**src/source/tunnel_pkg.sv**
```systemverilog
// shared sizes and types for the channel tunnel
// every tunnel module pulls these in through a wildcard import
// a flit is a channel tag plus one word, or a credit flit carrying a credit vector

package tunnel_pkg;

   // tunnelled channels and their word width
   localparam int num_ch_lp         = 3;
   localparam int data_width_lp     = 16;

   // tags 0..num_ch_lp-1 select a channel, num_ch_lp marks a credit flit
   localparam int tag_width_lp      = 2;
   localparam int credit_tag_lp     = num_ch_lp;

   // receive fifo depth, also the starting credit count per channel
   localparam int remote_credits_lp = 4;
   localparam int credit_width_lp   = 3;
   localparam int fifo_ptr_width_lp = $clog2(remote_credits_lp);

   // pending consumed words on one channel before a credit flit goes out
   // kept at or below half the fifo depth so returns never stall
   localparam int credit_thresh_lp  = 2;

   typedef logic [data_width_lp-1:0] ch_word_t;

   typedef struct packed {
      logic [tag_width_lp-1:0] tag;
      ch_word_t                payload;
   } tunnel_flit_t;

   // one count per channel, channel 0 in the low bits
   typedef logic [num_ch_lp-1:0][credit_width_lp-1:0] credit_vec_t;

endpackage

```
**src/source/channel_tunnel.sv**
```systemverilog
// one end of the tunnel, sender and receiver joined
// the receiver feeds returned credits and owed counts to the sender
// the sender clears the owed counts when its credit flit leaves

`timescale 1ns/10ps

module channel_tunnel
   import tunnel_pkg::*;
(
   input  logic                      clk_i,
   input  logic                      arst_n_i,

   // local channels into the tunnel
   input  ch_word_t [num_ch_lp-1:0]  ch_data_i,
   input  logic     [num_ch_lp-1:0]  ch_valid_i,
   output logic     [num_ch_lp-1:0]  ch_ready_o,

   // local channels out of the tunnel
   output ch_word_t [num_ch_lp-1:0]  ch_data_o,
   output logic     [num_ch_lp-1:0]  ch_valid_o,
   input  logic     [num_ch_lp-1:0]  ch_ready_i,

   // outgoing link
   output tunnel_flit_t              link_o,
   output logic                      link_valid_o,
   input  logic                      link_ready_i,

   // incoming link
   input  tunnel_flit_t              link_i,
   input  logic                      link_valid_i,
   output logic                      link_ready_o
);

   credit_vec_t local_credit;
   logic        local_credit_valid;
   credit_vec_t pending_credit;
   logic        pending_clear;

   channel_tunnel_out u_out (
      .clk_i                (clk_i),
      .arst_n_i             (arst_n_i),
      .ch_data_i            (ch_data_i),
      .ch_valid_i           (ch_valid_i),
      .ch_ready_o           (ch_ready_o),
      .local_credit_i       (local_credit),
      .local_credit_valid_i (local_credit_valid),
      .pending_credit_i     (pending_credit),
      .pending_clear_o      (pending_clear),
      .link_o               (link_o),
      .link_valid_o         (link_valid_o),
      .link_ready_i         (link_ready_i)
   );

   channel_tunnel_in u_in (
      .clk_i                (clk_i),
      .arst_n_i             (arst_n_i),
      .link_i               (link_i),
      .link_valid_i         (link_valid_i),
      .link_ready_o         (link_ready_o),
      .ch_data_o            (ch_data_o),
      .ch_valid_o           (ch_valid_o),
      .ch_ready_i           (ch_ready_i),
      .local_credit_o       (local_credit),
      .local_credit_valid_o (local_credit_valid),
      .pending_credit_o     (pending_credit),
      .pending_clear_i      (pending_clear)
   );

endmodule

```
**src/source/channel_tunnel_in.sv**
```systemverilog
// receiving half of one tunnel end
// demuxes link flits into the channel fifos and tracks words consumed per channel
// consumed counts go to the local sender, which returns them as a credit flit
// credits from the far end are handed to the local sender as a pulse

`timescale 1ns/10ps

module channel_tunnel_in
   import tunnel_pkg::*;
(
   input  logic                         clk_i,
   input  logic                         arst_n_i,

   // from the link
   input  tunnel_flit_t                 link_i,
   input  logic                         link_valid_i,
   output logic                         link_ready_o,

   // channel outputs
   output ch_word_t    [num_ch_lp-1:0]  ch_data_o,
   output logic        [num_ch_lp-1:0]  ch_valid_o,
   input  logic        [num_ch_lp-1:0]  ch_ready_i,

   // credits returned by the far end, always accepted
   output credit_vec_t                  local_credit_o,
   output logic                         local_credit_valid_o,

   // counts still owed to the far end, cleared once the credit flit leaves
   output credit_vec_t                  pending_credit_o,
   input  logic                         pending_clear_i
);

   logic        [num_ch_lp-1:0] taken;
   credit_vec_t                 pending_q;

   tagged_demux_fifo u_demux (
      .clk_i          (clk_i),
      .arst_n_i       (arst_n_i),
      .flit_i         (link_i),
      .flit_valid_i   (link_valid_i),
      .flit_ready_o   (link_ready_o),
      .ch_data_o      (ch_data_o),
      .ch_valid_o     (ch_valid_o),
      .ch_ready_i     (ch_ready_i),
      .credit_o       (local_credit_o),
      .credit_valid_o (local_credit_valid_o)
   );

   assign taken = ch_valid_o & ch_ready_i;

   // a word taken in the clearing cycle is not part of the flit, keep it
   always_ff @(posedge clk_i or negedge arst_n_i)
   begin
      if (!arst_n_i)
         pending_q <= '0;
      else
      begin
         for (int i = 0; i < num_ch_lp; i++)
         begin
            if (pending_clear_i)
               pending_q[i] <= credit_width_lp'(taken[i]);
            else
               pending_q[i] <= pending_q[i] + credit_width_lp'(taken[i]);
         end
      end
   end

   assign pending_credit_o = pending_q;

endmodule

```
**src/source/channel_tunnel_out.sv**
```systemverilog
// sending half of one tunnel end
// holds a credit counter per channel and merges the channels onto the link
// credit flits go first once any pending count reaches the threshold,
// otherwise a round-robin pick among channels with a word and a credit

`timescale 1ns/10ps

module channel_tunnel_out
   import tunnel_pkg::*;
(
   input  logic                         clk_i,
   input  logic                         arst_n_i,

   // channel inputs
   input  ch_word_t    [num_ch_lp-1:0]  ch_data_i,
   input  logic        [num_ch_lp-1:0]  ch_valid_i,
   output logic        [num_ch_lp-1:0]  ch_ready_o,

   // credits coming back from the far end
   input  credit_vec_t                  local_credit_i,
   input  logic                         local_credit_valid_i,

   // counts owed to the far end
   input  credit_vec_t                  pending_credit_i,
   output logic                         pending_clear_o,

   // to the link
   output tunnel_flit_t                 link_o,
   output logic                         link_valid_o,
   input  logic                         link_ready_i
);

   credit_vec_t                 credit_q;
   credit_vec_t                 credit_d;
   logic [num_ch_lp-1:0]        eligible;
   logic [num_ch_lp-1:0]        grant_oh;
   logic [tag_width_lp-1:0]     grant_idx;
   logic [tag_width_lp-1:0]     rr_ptr;
   logic                        grant_found;
   logic                        send_credit;
   logic                        data_fire;
   ch_word_t                    grant_data;

   // a channel competes only with a word waiting and a credit left
   for (genvar i = 0; i < num_ch_lp; i++)
   begin : g_elig
      assign eligible[i] = ch_valid_i[i] & (credit_q[i] != '0);
   end

   // any channel at threshold forces a credit flit
   always_comb
   begin
      send_credit = 1'b0;
      for (int i = 0; i < num_ch_lp; i++)
      begin
         if (pending_credit_i[i] >= credit_width_lp'(credit_thresh_lp))
            send_credit = 1'b1;
      end
   end

   // round-robin search starting at rr_ptr
   always_comb
   begin
      int idx;
      grant_found = 1'b0;
      grant_idx   = '0;
      grant_oh    = '0;
      grant_data  = '0;
      for (int k = 0; k < num_ch_lp; k++)
      begin
         idx = int'(rr_ptr) + k;
         if (idx >= num_ch_lp)
            idx = idx - num_ch_lp;
         if (!grant_found && eligible[idx])
         begin
            grant_found   = 1'b1;
            grant_idx     = tag_width_lp'(idx);
            grant_oh[idx] = 1'b1;
            grant_data    = ch_data_i[idx];
         end
      end
   end

   assign link_valid_o    = send_credit | grant_found;
   assign pending_clear_o = send_credit & link_ready_i;
   assign data_fire       = ~send_credit & grant_found & link_ready_i;
   assign ch_ready_o      = data_fire ? grant_oh : '0;

   // credit flit carries the pending vector zero-extended into the payload
   always_comb
   begin
      if (send_credit)
      begin
         link_o.tag     = tag_width_lp'(credit_tag_lp);
         link_o.payload = {{(data_width_lp-num_ch_lp*credit_width_lp){1'b0}},
                           pending_credit_i};
      end
      else
      begin
         link_o.tag     = grant_idx;
         link_o.payload = grant_data;
      end
   end

   // spend one credit per accepted word, add back whatever returns
   always_comb
   begin
      for (int i = 0; i < num_ch_lp; i++)
      begin
         credit_d[i] = credit_q[i] - credit_width_lp'(ch_ready_o[i] & ch_valid_i[i]);
         if (local_credit_valid_i)
            credit_d[i] = credit_d[i] + local_credit_i[i];
      end
   end

   always_ff @(posedge clk_i or negedge arst_n_i)
   begin
      if (!arst_n_i)
      begin
         for (int i = 0; i < num_ch_lp; i++)
            credit_q[i] <= credit_width_lp'(remote_credits_lp);
         rr_ptr <= '0;
      end
      else
      begin
         credit_q <= credit_d;
         // pointer moves one past the channel just served
         if (data_fire)
         begin
            if (grant_idx == tag_width_lp'(num_ch_lp - 1))
               rr_ptr <= '0;
            else
               rr_ptr <= grant_idx + 1'b1;
         end
      end
   end

endmodule

```
**src/source/link_stage.sv**
```systemverilog
// one registered pipeline stage on the link, main register plus skid entry
// ready_o comes straight from a flop, throughput stays at one flit per cycle
// flits leave in order and unchanged one cycle after they are taken

`timescale 1ns/10ps

module link_stage
   import tunnel_pkg::*;
(
   input  logic         clk_i,
   input  logic         arst_n_i,
   input  tunnel_flit_t flit_i,
   input  logic         valid_i,
   output logic         ready_o,
   output tunnel_flit_t flit_o,
   output logic         valid_o,
   input  logic         ready_i
);

   tunnel_flit_t flit_q;
   tunnel_flit_t skid_q;
   logic         valid_q;
   logic         skid_valid_q;
   logic         in_fire;
   logic         main_free;

   assign ready_o   = ~skid_valid_q;
   assign in_fire   = valid_i & ready_o;
   // main register empties or drains this cycle
   assign main_free = ~valid_q | ready_i;

   assign flit_o  = flit_q;
   assign valid_o = valid_q;

   always_ff @(posedge clk_i)
   begin
      // skid entry has priority, it holds the older flit
      if (main_free && (skid_valid_q || in_fire))
         flit_q <= skid_valid_q ? skid_q : flit_i;
      if (!main_free && in_fire)
         skid_q <= flit_i;
   end

   always_ff @(posedge clk_i or negedge arst_n_i)
   begin
      if (!arst_n_i)
      begin
         valid_q      <= 1'b0;
         skid_valid_q <= 1'b0;
      end
      else if (main_free)
      begin
         valid_q      <= skid_valid_q | in_fire;
         skid_valid_q <= 1'b0;
      end
      else if (in_fire)
         skid_valid_q <= 1'b1;
   end

endmodule

```
**src/source/tagged_demux_fifo.sv**
```systemverilog
// splits the incoming flit stream by tag into one small fifo per channel
// credit flits skip storage and show up on the credit outputs the same cycle
// link ready only drops when the selected fifo is full

`timescale 1ns/10ps

module tagged_demux_fifo
   import tunnel_pkg::*;
(
   input  logic                            clk_i,
   input  logic                            arst_n_i,

   // from the link
   input  tunnel_flit_t                    flit_i,
   input  logic                            flit_valid_i,
   output logic                            flit_ready_o,

   // per-channel outputs (valid/ready)
   output ch_word_t     [num_ch_lp-1:0]    ch_data_o,
   output logic         [num_ch_lp-1:0]    ch_valid_o,
   input  logic         [num_ch_lp-1:0]    ch_ready_i,

   // credit flit contents, no ready, consumer always takes it
   output credit_vec_t                     credit_o,
   output logic                            credit_valid_o
);

   logic                 is_credit;
   logic [num_ch_lp-1:0] tag_hit;
   logic [num_ch_lp-1:0] full;
   logic [num_ch_lp-1:0] wr_en;
   logic [num_ch_lp-1:0] rd_en;

   assign is_credit = (flit_i.tag == tag_width_lp'(credit_tag_lp));

   // credit flits never back-pressure
   assign flit_ready_o = is_credit | (|(tag_hit & ~full));

   // low bits of the payload hold the credit vector
   assign credit_o       = flit_i.payload[num_ch_lp*credit_width_lp-1:0];
   assign credit_valid_o = flit_valid_i & is_credit;

   for (genvar i = 0; i < num_ch_lp; i++)
   begin : g_ch
      logic [fifo_ptr_width_lp-1:0] wr_ptr;
      logic [fifo_ptr_width_lp-1:0] rd_ptr;
      logic [credit_width_lp-1:0]   count;
      ch_word_t                     mem [remote_credits_lp];

      assign tag_hit[i] = ~is_credit & (flit_i.tag == tag_width_lp'(i));
      assign full[i]    = (count == credit_width_lp'(remote_credits_lp));
      assign wr_en[i]   = flit_valid_i & tag_hit[i] & ~full[i];
      assign rd_en[i]   = ch_valid_o[i] & ch_ready_i[i];

      // head of the fifo drives the channel directly
      assign ch_valid_o[i] = (count != '0);
      assign ch_data_o[i]  = mem[rd_ptr];

      always_ff @(posedge clk_i)
      begin
         if (wr_en[i])
            mem[wr_ptr] <= flit_i.payload;
      end

      // pointers wrap naturally, depth is a power of two
      always_ff @(posedge clk_i or negedge arst_n_i)
      begin
         if (!arst_n_i)
         begin
            wr_ptr <= '0;
            rd_ptr <= '0;
            count  <= '0;
         end
         else
         begin
            if (wr_en[i])
               wr_ptr <= wr_ptr + 1'b1;
            if (rd_en[i])
               rd_ptr <= rd_ptr + 1'b1;
            count <= count + credit_width_lp'(wr_en[i]) - credit_width_lp'(rd_en[i]);
         end
      end
   end

endmodule

```
**src/source/tunnel_pair.sv**
```systemverilog
// top level, two tunnel ends looped through one link stage each way
// words entering on a_ carry over to b_ outputs and the other way round

`timescale 1ns/10ps

module tunnel_pair
   import tunnel_pkg::*;
(
   input  logic                      clk_i,
   input  logic                      arst_n_i,

   // end A
   input  ch_word_t [num_ch_lp-1:0]  a_data_i,
   input  logic     [num_ch_lp-1:0]  a_valid_i,
   output logic     [num_ch_lp-1:0]  a_ready_o,
   output ch_word_t [num_ch_lp-1:0]  a_data_o,
   output logic     [num_ch_lp-1:0]  a_valid_o,
   input  logic     [num_ch_lp-1:0]  a_ready_i,

   // end B
   input  ch_word_t [num_ch_lp-1:0]  b_data_i,
   input  logic     [num_ch_lp-1:0]  b_valid_i,
   output logic     [num_ch_lp-1:0]  b_ready_o,
   output ch_word_t [num_ch_lp-1:0]  b_data_o,
   output logic     [num_ch_lp-1:0]  b_valid_o,
   input  logic     [num_ch_lp-1:0]  b_ready_i
);

   // A to B, before and after the stage
   tunnel_flit_t a_tx_flit, ab_flit;
   logic         a_tx_valid, a_tx_ready, ab_valid, ab_ready;

   // B to A, before and after the stage
   tunnel_flit_t b_tx_flit, ba_flit;
   logic         b_tx_valid, b_tx_ready, ba_valid, ba_ready;

   channel_tunnel end_a (
      .clk_i (clk_i), .arst_n_i (arst_n_i),
      .ch_data_i (a_data_i), .ch_valid_i (a_valid_i), .ch_ready_o (a_ready_o),
      .ch_data_o (a_data_o), .ch_valid_o (a_valid_o), .ch_ready_i (a_ready_i),
      .link_o (a_tx_flit), .link_valid_o (a_tx_valid), .link_ready_i (a_tx_ready),
      .link_i (ba_flit), .link_valid_i (ba_valid), .link_ready_o (ba_ready)
   );

   link_stage a_to_b (
      .clk_i (clk_i), .arst_n_i (arst_n_i),
      .flit_i (a_tx_flit), .valid_i (a_tx_valid), .ready_o (a_tx_ready),
      .flit_o (ab_flit), .valid_o (ab_valid), .ready_i (ab_ready)
   );

   channel_tunnel end_b (
      .clk_i (clk_i), .arst_n_i (arst_n_i),
      .ch_data_i (b_data_i), .ch_valid_i (b_valid_i), .ch_ready_o (b_ready_o),
      .ch_data_o (b_data_o), .ch_valid_o (b_valid_o), .ch_ready_i (b_ready_i),
      .link_o (b_tx_flit), .link_valid_o (b_tx_valid), .link_ready_i (b_tx_ready),
      .link_i (ab_flit), .link_valid_i (ab_valid), .link_ready_o (ab_ready)
   );

   link_stage b_to_a (
      .clk_i (clk_i), .arst_n_i (arst_n_i),
      .flit_i (b_tx_flit), .valid_i (b_tx_valid), .ready_o (b_tx_ready),
      .flit_o (ba_flit), .valid_o (ba_valid), .ready_i (ba_ready)
   );

endmodule

```
**config.mk**
```make
export PLATFORM = sky130hd
export DESIGN_NAME = tunnel_pair
export DESIGN_NICKNAME = d
export VERILOG_FILES = /design/src/source/tunnel_pkg.sv /design/src/source/channel_tunnel.sv /design/src/source/channel_tunnel_in.sv /design/src/source/channel_tunnel_out.sv /design/src/source/link_stage.sv /design/src/source/tagged_demux_fifo.sv /design/src/source/tunnel_pair.sv
export SDC_FILE = /design/constraint.sdc
export NUM_CORES = 1
export LEC_CHECK = 0
export BUFFER_PORTS_ARGS = -buffer_cell sky130_fd_sc_hd__buf_2
export CAP_MARGIN = 20
export CORE_UTILIZATION = 45
export DETAILED_ROUTE_END_ITERATION = 10
export SKIP_LAST_GASP = 1
export SYNTH_ARGS = -nofsm -noshare
export SYNTH_HDL_FRONTEND = slang
export SYNTH_SLANG_ARGS = --single-unit
```
**constraint.sdc**
```tcl
create_clock -name clk_i -period 4.2 [get_ports clk_i]
set_input_delay 0.42 -clock clk_i [delete_from_list [all_inputs] [get_ports clk_i]]
set_output_delay 0.42 -clock clk_i [all_outputs]
set_load 0.03 [all_outputs]
```
[Word-level counts from Yosys, hierarchy flattened]
Memories as Yosys holds them, arrays and structs flattened.
Index checks and enable logic that the tools add are counted.
Storage, ports and cells
  register bits after elaboration: 158
  RAM bits: 384
  input bits: 110
  output and inout bits: 108
  logic and storage cells: 380
  memories: 6
Memories
  end_a.u_in.u_demux.g_ch[0].mem: words 4, width 16, rd ports 1, clocked after Yosys merged registers in 0, write ports 1, RTL line tagged_demux_fifo.sv:48  | ch_word_t mem [remote_credits_lp];
  end_a.u_in.u_demux.g_ch[1].mem: words 4, width 16, rd ports 1, clocked after Yosys merged registers in 0, write ports 1, RTL line tagged_demux_fifo.sv:48
  end_a.u_in.u_demux.g_ch[2].mem: words 4, width 16, rd ports 1, clocked after Yosys merged registers in 0, write ports 1, RTL line tagged_demux_fifo.sv:48
  end_b.u_in.u_demux.g_ch[0].mem: words 4, width 16, rd ports 1, clocked after Yosys merged registers in 0, write ports 1, RTL line tagged_demux_fifo.sv:48
  end_b.u_in.u_demux.g_ch[1].mem: words 4, width 16, rd ports 1, clocked after Yosys merged registers in 0, write ports 1, RTL line tagged_demux_fifo.sv:48
  end_b.u_in.u_demux.g_ch[2].mem: words 4, width 16, rd ports 1, clocked after Yosys merged registers in 0, write ports 1, RTL line tagged_demux_fifo.sv:48
Cells by class
  add/sub/neg operators: 54
  $lt $le $gt $ge: 24
  eq/ne operators: 14
  multiplexer cells: 120
  bitwise logic cells: 78
  reduce and logical (&&, ||, !) cells: 40
Operator list (count)
  16-bit two-way mux: 18
  16-bit binary-select mux with 2-bit select: 6
  32-bit by 1-bit >= comparator with 1-bit output, second input constant: 6
  32-bit by 4-bit < comparator with 1-bit output, second input constant: 6
  32-bit two-way mux: 6
  18-bit two-way mux: 4
  3-bit two-way mux: 20
  1-bit AND: 46
  1-bit two-way mux: 46
  3-bit by 1-bit adder with 3-bit output: 12
  3-bit nonzero test: 12
  3-bit by 1-bit subtractor with 3-bit output: 12
  3-bit by 2-bit >= comparator with 1-bit output, second input constant: 10
  2-bit by 1-bit adder with 2-bit output, second input constant: 14
  3-bit adder: 6
  3-bit equality test, second input constant: 6
  2-bit two-way mux: 8
  3-bit by 2-bit subtractor with 4-bit output, second input constant: 4
  1-bit logical AND: 14
  1-bit NOT: 14
  3-bit AND: 4
  1-bit binary-select mux with 2-bit select: 6
  1-bit demux with 2-bit select: 6
  2-bit equality test, second input constant: 6
  13 further kinds: 38

[Logic depth before layout (Yosys ltp)]
Gate-level depths: netlist (run 1).
  depth in word-level cells: 19
  mapped depth: 18
  gate-level depth less buffers: 16

[Hierarchy]
From an unflattened synthesis (run 1), not the netlist that was laid out.
Second synthesis, totals
  cells, all modules: 1672
  area, all modules: 25612.1 um^2
Modules (own cells, without submodules)
  tagged_demux_fifo at end_a.u_in.u_demux: times used 1, cells each 372, area each 8310.5 um^2, seq. area each 6291.0 um^2
  tagged_demux_fifo at end_b.u_in.u_demux: times used 1, cells each 372, area each 8306.7 um^2, seq. area each 6291.0 um^2
  channel_tunnel_out at end_b.u_out: times used 1, cells each 386, area each 2822.7 um^2, seq. area each 279.0 um^2
  link_stage: times used 2, cells each 65, area each 1392.6 um^2, seq. area each 1131.1 um^2
  channel_tunnel_out at end_a.u_out: times used 1, cells each 350, area each 2508.7 um^2, seq. area each 279.0 um^2
  channel_tunnel_in: times used 2, cells each 31, area each 439.2 um^2, seq. area each 225.2 um^2

[Worst setup path before layout (run 1)]
OpenSTA, ideal clock, no wires.
  path kind: reg-to-reg
  start point: register end_a.u_out.rr_ptr[0]
  end point: register end_a.u_out.credit_q[5] (netlist bit)
  library setup time: 75 ps
  arrival: 3986 ps
  data required time: 4125 ps
  setup slack: 138 ps
  stages on the path, launching flop included: 19
  path buffers: 3
  clock period less this slack: 4062 ps
  cell sequence: dfrtp_1 inv_1 ha_1 buf_2 buf_2 buf_1 a21oi_1 o22ai_1 nand2_1 a21boi_0 and2_1 ha_1 inv_1 ha_1 inv_1 fa_1 xor2_1 nor2_1 xnor2_1
RTL lines
  from (decl): RTL line channel_tunnel_out.sv:38  | logic [tag_width_lp-1:0] rr_ptr;
  from (signal assigned): RTL line channel_tunnel_out.sv:133  | rr_ptr <= grant_idx + 1'b1;
  to (signal, indexed assignment): RTL line channel_tunnel_out.sv:121  | credit_q[i] <= credit_width_lp'(remote_credits_lp);
  to (signal assigned): RTL line channel_tunnel_out.sv:126  | credit_q <= credit_d;
  to (decl): RTL line channel_tunnel_out.sv:33  | credit_vec_t credit_q;

==> impl_metrics.csv, run 1 <==
group,metric,value,unit
cts,cts_resized,0,
cells_and_area,final_common_cell,"edfxtp_1",
global_route,grt.overflow.total,0,
yosys,synth_warnings,0,
floorplan,dieArea,0.0567,mm^2
global_route,antenna_found_initial,2,
power_and_ir_drop,vdd_drop_max,0.000378,V
worst_setup_path,cp_slowest_stage_delay,0.50,ns
routing,routed_wirelength,57000,um
hold_path,min_path_type,"input port to flop",
worst_setup_path,crit_path_end_kind,"flop",
power_and_ir_drop,p_per_area,869,mW/mm^2
power_and_ir_drop,p_leak,10.7,nW
routing,ant_nets,0,
cts,cts_buffers,53,
yosys,ys.flop_type,"edfxtp_1",
cts,cts_root_buf,"clkbuf_16",
routing,routedWlPerCell,21.3,um
job,maxCapViolations,0,
routing,vias,14700,
floorplan,dieHeight,238,um
cts,clk_pin_slew,0.06,ns
worst_setup_path,cp.buffers_inverters,3,
routing,drc,0,
routing,avgViaCountPerCell,5.50,
yosys,post_synth.cell_area_avg,15.1,um^2
yosys,synth_cells,1667,
cells_and_area,instances_no_fill,2679,
placed_design,pre_cts_ws,0.420,ns
cts,ctsHtreeMaxLevel,2,
worst_setup_path,worstPathCellList,"inv_1 > ha_1 > nand2b_1 > or4_4 > and2_4 > o221a_4 > nor3b_2 > ha_1 > inv_1 > ha_1 > inv_1 > fa_1 > xor2_1 > nor2_1 > xnor2_1",
cells_and_area,layout_common_cells,"456 x edfxtp_1, 216 x buf_2, 116 x nor2_1",
yosys,synth-edff-count,456,
worst_setup_path,cp_data_required_time,4.71,ns
routing,firstDrtPassIters,5,
placed_design,dpl_cell_area,0.0270,mm^2
global_route,grt.total_usage,20.1,%
cts,cts_buffer_depth,3,
status,status,"completed",
yosys,syn_area,0.0251,mm^2
cells_and_area,drive_gt1_share,25.5,%
sta,final.min_clock_period,3.78,ns
global_route,grt_pass1_vias,14900,
worst_setup_path,critical_path_class,"flop to flop",
power_and_ir_drop,p_total,25.1,mW
worst_setup_path,worstPathMaxFanout,14,
yosys,synth_cell_types,71,
worst_setup_path,cp_data_arrival_time,4.29,ns
sta,setup_slack,0.425,ns
floorplan,design.core.area,0.0551,mm^2
routing,drt_iter0_markers,1139,
placed_design,dp_cells,2575,
cells_and_area,final_nets,2082,
cells_and_area,nFillCells,4550,
sta,slew_violations,0,
floorplan,start_util,45.6,%
sta,finalHoldViolations,0,
yosys,ys_seq_area_share,63.2,%
global_route,grt_pass1_wl,87300,um
worst_setup_path,crit_family,"simple AND/OR/NAND/NOR gates",
cts,postCtsHoldBufs,1,
floorplan,row_count,86,
sta,setup_tns,0,ns
yosys,yosysTopAreaCell,"edfxtp_1",
yosys,ys_ff_latch,542,
sta,fin_worst_skew,0.0152,ns
yosys,syn_nets,1863,
global_route,grt_start_max_net_pins,46,
sta,rsz0062_at_grt,"no",
cts,cts.sinks,542,
sta,tightest_slew,0.966,ns
placed_design,numPortBuffers,217,
sta,fmax,265,MHz
sta,setup_viol,0,
yosys,synthArstFlopShare,15.9,%
floorplan,fp.dieW,238,um
worst_setup_path,cp-start-kind,"flop",
yosys,synth_top_area_share,54.6,%
placed_design,gp_congestion,0.831,
cts,clock_latency,0.59,ns
cts,cts_tree,"built",
cells_and_area,fin_area,0.0288,mm^2
yosys,synth_area_leaders,"edfxtp_1 55%, mux4_2 8.6%, dfrtp_1 8.0%, mux2i_1 3.9%, ha_1 3.7%",
sta,fin_crit_sh,89.9,%
placed_design,dpl.hpwl,37900,um
cells_and_area,synthToLayoutAreaGrowth,14.9,%
worst_setup_path,crit_slowest_cell,"or4_4",
sta,timing.slew.headroom,35.6,%
floorplan,num_io_pins,218,
cts,post_cts_buffers,0,
==> worst paths after layout <==
check,slack [ns],start,cells after the start,endpoint
setup reg to reg,0.42,end_b.u_out.rr_ptr[0]$_DFFE_PN0N_,15,end_b.u_out.credit_q[2]$_DFF_PN1_
hold / removal,0.30,b_ready_i[2],4,end_b.u_in.u_demux.g_ch[2].rd_ptr[0]$_DFFE_PN0P_
hold reg to reg,0.53,end_b.u_in.u_demux.g_ch[0].count[0]$_DFF_PN0_,1,end_b.u_in.u_demux.g_ch[0].count[0]$_DFF_PN0_
min in group asynchronous,0.39,arst_n_i,2,end_a.u_in.u_demux.g_ch[1].rd_ptr[1]$_DFFE_PN0P_
setup / recovery,0.42,end_b.u_out.rr_ptr[0]$_DFFE_PN0N_,15,end_b.u_out.credit_q[2]$_DFF_PN1_
max in group asynchronous,2.70,arst_n_i,3,end_a.u_out.rr_ptr[1]$_DFFE_PN0N_
==> stage by stage <==
stage	utilization [%]	hold slack, ns
floorplan	-	0.124
global placement	49.0	0.476
detailed placement	49.0	0.491
CTS	52.2	0.268
global route	52.3	0.319
finish	52.3	0.298
==> logic make-up (layout without fill, tap and decap cells) <==
group / count (synthesis) / in the layout / synth area share, %
fa+ha+maj: 88 / 88 / 4.73
mux: 219 / 219 / 13.6
other cells: 0 / 1 / 0
xor+xnor: 54 / 54 / 1.88
buf+inv: 168 / 431 / 2.75
simple gates: 320 / 320 / 6.12
compound gates: 276 / 276 / 7.71
flops: 542 / 542 / 63.2
==> cells in the mapped netlist (21+ instances only) <==
library cell  count
inv_1            76
buf_2            21
and2_1           23
mux2i_1          98
nor2b_1          21
nand2_1          79
a21oi_1          77
mux4_2           96
dfrtp_1          80
xnor2_1          42
mux2_2           25
o21ai_0          53
clkbuf_1         52
ha_1             74
edfxtp_1        456
nor2_1          116
==> power breakdown <==
| group | total [mW] | internal, mW | switching, mW | leakage (nW) |
|---|---|---|---|---|
| clock network | 4.75 | 2.73 | 2.03 | 0.851 |
| registers | 9.68 | 8.18 | 1.50 | 5.25 |
| logic | 10.6 | 4.18 | 6.45 | 4.64 |
==> flip-flops by register name (all words and copies together), names as in the netlist, 9 cells and up <==
signal	flops
end_a.u_in.u_demux.g_ch.mem	192
end_b.u_in.u_demux.g_ch.mem	192
a_to_b.flit_o	18
a_to_b.skid_q	18
b_to_a.flit_o	18
b_to_a.skid_q	18
end_a.u_in.pending_credit_o	9
end_a.u_in.u_demux.g_ch.count	9
end_a.u_out.credit_q	9
end_b.u_in.pending_credit_o	9
end_b.u_in.u_demux.g_ch.count	9
end_b.u_out.credit_q	9
==> metal layers <==
| metal | up-vias | GRT usage, % | part of all wire [%] |
|---|---|---|---|
| met5 | - | 0 | 0.047 |
| met4 | 4 | 4.86 | 1.8 |
| met3 | 68 | 3.60 | 5.4 |
| met2 | 391 | 32.8 | 48 |
| met1 | 7445 | 28.2 | 45 |
| li1 | 6826 | - | - |
==> worst register-to-register path, cell delays in order, from the launching register on <==
cell and delay, ns:
dfrtp_1 0.41, inv_1 0.08, ha_1 0.44, nand2b_1 0.22, or4_4 0.50, and2_4 0.26
o221a_4 0.29, nor3b_2 0.19, ha_1 0.26, inv_1 0.06, ha_1 0.13, inv_1 0.05
fa_1 0.37, xor2_1 0.15, nor2_1 0.15, xnor2_1 0.15
==> area by class of cell <==
type                    instances  area (um^2)  share of cell area, %
flip-flops and latches        542        15900                   55.0
multi-input cells             957         8580                   29.8
repair buffers                256         1440                   5.01
clock buffers                  67         1430                   4.96
well taps                     748          936                   3.25
clock inverters                32          297                   1.03
inverters                      76          285                  0.989
diodes                          1         2.50                0.00868
(Power assumes the default switching activity.)
==> run 2: changes to the inputs <==
- CORE_MARGIN: default -> 10
==> impl_metrics.csv, run 2 (synthesized netlist as in run 1, its figures left out) <==
group,metric,value,unit
placed_design,gp_congestion,0.854,
cts,ctsHtreeMaxLevel,2,
worst_setup_path,worstPathCellList,"inv_1 > ha_1 > buf_4 > nor2b_1 > buf_4 > nand3_1 > o21a_1 > nor2_1 > o21ba_2 > and2_1 > ha_1 > inv_1 > ha_1 > inv_1 > fa_1 > xor2_1 > nor2_1 > xnor2_1",
routing,firstDrtPassIters,5,
global_route,grt_start_max_net_pins,58,
cells_and_area,drive_gt1_share,25.0,%
hold_path,hold_end,"end_a.u_out.credit_q[3]$_DFF_PN0_",
cells_and_area,final_nets,2084,
worst_setup_path,cp_data_required_time,4.71,ns
worst_setup_path,cp_data_arrival_time,4.32,ns
sta,fin_crit_sh,90.7,%
worst_setup_path,worstPathMaxFanout,36,
routing,routed_wirelength,57700,um
cells_and_area,synthToLayoutAreaGrowth,14.7,%
floorplan,num_io_pins,218,
global_route,grt_pass1_vias,15000,
cts,cts_buffers,53,
hold_path,hp-start,"a_valid_i[1]",
hold_path,holdPathStages,4,
sta,tightest_slew,0.913,ns
floorplan,design.core.area,0.0552,mm^2
worst_setup_path,crit_slowest_cell,"ha_1",
routing,drc,0,
cells_and_area,layout_common_cells,"456 x edfxtp_1, 216 x buf_2, 116 x nor2_1",
placed_design,dpl.hpwl,39700,um
sta,fmax,263,MHz
sta,fin_worst_skew,0.0200,ns
sta,timing.slew.headroom,39.2,%
global_route,grt_pass1_wl,89200,um
worst_setup_path,critical_path_class,"flop to flop",
cts,post_cts_buffers,0,
worst_setup_path,cp-start-kind,"flop",
floorplan,dieArea,0.0656,mm^2
floorplan,fp.dieW,256,um
placed_design,pre_cts_ws,0.433,ns
placed_design,numPortBuffers,217,
sta,finalHoldViolations,0,
cells_and_area,fin_area,0.0288,mm^2
sta,setup_slack,0.393,ns
global_route,antenna_found_initial,1,
cts,cts.sinks,542,
cells_and_area,final_common_cell,"edfxtp_1",
routing,routedWlPerCell,21.5,um
cts,cts_buffer_depth,3,
job,maxCapViolations,0,
power_and_ir_drop,vdd_drop_max,0.000455,V
routing,drt_iter0_markers,1082,
floorplan,start_util,45.5,%
placed_design,dpl_cell_area,0.0271,mm^2
worst_setup_path,timing.rr.end,"end_b.u_out.credit_q[5]$_DFF_PN1_",
worst_setup_path,r2r-start,"end_b.u_out.rr_ptr[0]$_DFFE_PN0N_",
global_route,grt.overflow.total,0,
sta,rsz0062_at_grt,"no",
worst_setup_path,crit_path_end_kind,"flop",
sta,final.min_clock_period,3.81,ns
routing,vias,14700,
sta,setup_tns,0,ns
routing,avgViaCountPerCell,5.49,
worst_setup_path,rrSetupSlack,0.39,ns
cts,cts_resized,0,
worst_setup_path,cp_slowest_stage_delay,0.47,ns
cts,cts_tree,"built",
cts,clock_latency,0.59,ns
sta,setup_viol,0,
power_and_ir_drop,p_leak,10.7,nW
sta,slew_violations,0,
power_and_ir_drop,p_per_area,864,mW/mm^2
hold_path,min_path_type,"input port to flop",
floorplan,dieHeight,256,um
floorplan,row_count,86,
global_route,grt.total_usage,17.3,%
cells_and_area,largest_registers,"end_a.u_in.u_demux.g_ch.mem x192, end_b.u_in.u_demux.g_ch.mem x192",
cts,cts_root_buf,"clkbuf_16",
routing,ant_nets,0,
worst_setup_path,reg2regPathDepth,18,
cts,clk_pin_slew,0.06,ns
cts,postCtsHoldBufs,1,
status,status,"completed",
cells_and_area,antenna_cells,0,
run 2: critical path, delay by kind of cell (launching register included):
kind / cells / cell delay (ns)
xor gates and xnor gates: 2 / 0.29
DFF: 1 / 0.40
adders and majority gates: 4 / 1.20
buffers and inverters: 5 / 0.90
and+or+nand+nor: 5 / 0.66
AOI/OAI and AO/OA: 2 / 0.28
run 2: how the worst max path moves through the flow:
stage	start	end	slack, ns
2_1_floorplan	end_a.u_out.rr_ptr[0]$_DFFE_PN0N_	end_a.u_out.credit_q[5]$_DFF_PN1_	0.14
3_3_place_gp	end_b.u_out.rr_ptr[0]$_DFFE_PN0N_	end_b.u_out.credit_q[5]$_DFF_PN1_	0.57
3_5_place_dp	end_b.u_out.rr_ptr[0]$_DFFE_PN0N_	end_b.u_out.credit_q[5]$_DFF_PN1_	0.43
4_1_cts	end_b.u_out.rr_ptr[0]$_DFFE_PN0N_	end_b.u_out.credit_q[5]$_DFF_PN1_	0.42
5_1_grt	end_b.u_out.rr_ptr[0]$_DFFE_PN0N_	end_b.u_out.credit_q[2]$_DFF_PN1_	0.16
6_report	end_b.u_out.rr_ptr[0]$_DFFE_PN0N_	end_b.u_out.credit_q[5]$_DFF_PN1_	0.39
run 2: metal layers:
layer | GRT usage (%) | share of wire [%]
met4 | 3.47 | 1.3
met2 | 27.8 | 48
met5 | 0 | 0.023
met1 | 24.2 | 46
met3 | 3.13 | 4.7
run 2: final cells by class:
class / count / area, um^2
flip-flops and latches: 542 / 15900
clock buffers: 77 / 1480
well taps: 748 / 936
repair buffers: 258 / 1460
multi-input cells: 957 / 8580
clock inverters: 23 / 188
fillers: 4533 / 26400
inverters: 76 / 285
run 2: power breakdown:
group	internal [mW]	switching, mW	leakage [nW]	total, mW
registers	8.18	1.47	5.25	9.65
logic	4.19	6.47	4.65	10.7
clock network	2.63	1.94	0.810	4.57
run 2: through the flow:
step,hold slack [ns],power (mW),instances,utilization (%)
6_report,0.319,24.9,2681,52.1
2_1_floorplan,0.124,17.1,1667,-
4_1_cts,0.284,25.2,2681,52.1
3_3_place_gp,0.511,20.2,2576,48.9
5_1_grt,0.324,26.4,2681,52.1
3_5_place_dp,0.512,20.6,2580,49.1
==> run 3: changes to the inputs <==
- CORE_UTILIZATION: 45 -> 60
- PLACE_DENSITY: default -> 0.8
==> impl_metrics.csv, run 3 (synthesized netlist as in run 1, its figures left out) <==
group,metric,value,unit
floorplan,start_util,61.1,%
cts,cts_buffers,50,
placed_design,gp_congestion,0.851,
cells_and_area,final_core_util,69.3,%
routing,ant_nets,0,
power_and_ir_drop,p_per_area,879,mW/mm^2
worst_setup_path,cp_data_required_time,4.71,ns
sta,rsz0062_at_grt,"no",
sta,fin_worst_skew,0.0178,ns
floorplan,dieArea,0.0504,mm^2
cts,cts_tree,"built",
global_route,grt.overflow.total,0,
cts,clock_latency,0.60,ns
cells_and_area,layout_common_cells,"456 x edfxtp_1, 216 x buf_2, 116 x nor2_1",
cts,cts_buffer_depth,3,
cts,cts_root_buf,"clkbuf_16",
floorplan,dieHeight,225,um
routing,routed_wirelength,59300,um
sta,fmax,262,MHz
floorplan,row_count,74,
worst_setup_path,cp_data_arrival_time,4.33,ns
floorplan,design.core.area,0.0411,mm^2
cells_and_area,nFillCells,2732,
power_and_ir_drop,vdd_drop_max,0.000589,V
routing,drt_iter0_markers,1349,
routing,drc,0,
status,status,"completed",
worst_setup_path,worstPathMaxFanout,9,
placed_design,numPortBuffers,217,
cts,post_cts_buffers,0,
job,maxCapViolations,0,
sta,setup_tns,0,ns
routing,firstDrtPassIters,5,
placed_design,dpl.hpwl,38700,um
worst_setup_path,cp-start-kind,"flop",
power_and_ir_drop,p_leak,10.7,nW
worst_setup_path,crit_path_end_kind,"flop",
cells_and_area,synthToLayoutAreaGrowth,13.5,%
routing,vias,15300,
global_route,grt_pass1_wl,91000,um
floorplan,num_io_pins,218,
global_route,grt.total_usage,23.3,%
sta,setup_viol,0,
sta,fin_crit_sh,90.9,%
sta,slew_violations,0,
cts,ctsHtreeMaxLevel,2,
global_route,antenna_found_initial,0,
cells_and_area,drive_gt1_share,25.2,%
worst_setup_path,critical_path_class,"flop to flop",
cts,clk_pin_slew,0.07,ns
sta,final.min_clock_period,3.82,ns
global_route,grt_pass1_vias,15500,
sta,finalHoldViolations,0,
cells_and_area,final_nets,2076,
hold_path,min_path_type,"input port to flop",
global_route,grt_start_max_net_pins,48,
cells_and_area,largest_registers,"end_a.u_in.u_demux.g_ch.mem x192, end_b.u_in.u_demux.g_ch.mem x192",
routing,routedWlPerCell,24.1,um
routing,avgViaCountPerCell,6.22,
cts,cts.sinks,542,
worst_setup_path,rrSetupSlack,0.38,ns
floorplan,fp.dieW,225,um
sta,timing.slew.headroom,33.4,%
cells_and_area,final_common_cell,"edfxtp_1",
sta,tightest_slew,0.998,ns
-- run 3: changes by cell type in the layout (fill, tap and decap cells not counted) --
cell	change
inv_16	+1
buf_8	+1
buf_4	-8
clkbuf_16	-3
clkbuf_8	+1
clkinv_2	+3
clkinvlp_4	+4
clkbuf_1	-8
clkinv_4	-1
clkinv_1	-4
ha_2	+1
buf_16	+2
ha_1	-1
diode_2	+1
-- run 3: report_power, final --
group          leakage (nW)  internal, mW  switching (mW)
registers              5.25          8.19            1.50
clock network         0.783          2.52            1.95
logic                  4.64          4.25            6.61
-- run 3: final cells by class --
type | count | area [um^2] | share of cell area (%)
sequential | 542 | 15900 | 55.7
multi-input combinational | 957 | 8580 | 30.1
timing repair buffer | 253 | 1470 | 5.16
clock buffer | 67 | 1390 | 4.87
tap | 532 | 666 | 2.34
inverter | 76 | 285 | 1.00
clock inverter | 26 | 229 | 0.804
antenna | 1 | 2.50 | 0.00879
-- run 3: path summary, 6_finish.rpt --
kind | cells past startpoint | start | endpoint
max | 14 | end_a.u_out.credit_q[8]$_DFF_PN1_ | end_a.u_out.credit_q[2]$_DFF_PN1_
min in group asynchronous | 2 | arst_n_i | end_b.u_in.u_demux.g_ch[1].rd_ptr[1]$_DFFE_PN0P_
min | 3 | a_data_i[30] | a_to_b.skid_q[14]$_DFFE_PP_
max reg2reg | 14 | end_a.u_out.credit_q[8]$_DFF_PN1_ | end_a.u_out.credit_q[2]$_DFF_PN1_
min reg2reg | 1 | end_a.u_in.u_demux.g_ch[0].count[0]$_DFF_PN0_ | end_a.u_in.u_demux.g_ch[0].count[0]$_DFF_PN0_
max in group asynchronous | 3 | arst_n_i | end_a.u_out.credit_q[2]$_DFF_PN1_
-- run 3: worst max-delay path, cell delays in order, from the launching register on --
cell and delay, ns:
dfstp_2 0.57, o31a_1 0.36, nor2_1 0.16, maj3_1 0.41
a211oi_2 0.45, a21boi_0 0.29, and2_1 0.17, ha_1 0.23
inv_1 0.07, ha_1 0.14, inv_1 0.06, fa_1 0.40
xor2_1 0.16, nor2_1 0.13, xnor2_1 0.14
-- run 3: routing by layer --
| metal | part of all wire (%) | wire [um] | vias up | GRT usage (%) |
|---|---|---|---|---|
| met5 | 0 | 0 | - | 0 |
| met4 | 2.4 | 1440 | 0 | 6.67 |
| met2 | 48 | 28600 | 652 | 37.2 |
| met1 | 41 | 24600 | 7693 | 31.7 |
| met3 | 7.8 | 4650 | 90 | 5.32 |
| li1 | - | - | 6818 | - |
-- run 3: through the flow --
stage	hold slack, ns	instances	setup WS [ns]	total power, mW	cell area (um^2)
6_report	0.298	2454	0.381	25.0	28500
4_1_cts	0.264	2447	0.317	24.9	28300
3_3_place_gp	0.474	2353	0.477	19.8	26700
5_1_grt	0.293	2453	0.0858	26.4	28500
2_1_floorplan	0.124	1667	0.138	17.1	25100
3_5_place_dp	0.472	2353	0.357	20.3	26700
-- run 3: what timing repair did --
item | 4_1_cts | 5_1_grt
setup endpoints to repair | 0 | 1
hold buffers | 1 | 0
resized for setup | 0 | 1
endpoints found under the hold margin | 43 | 0
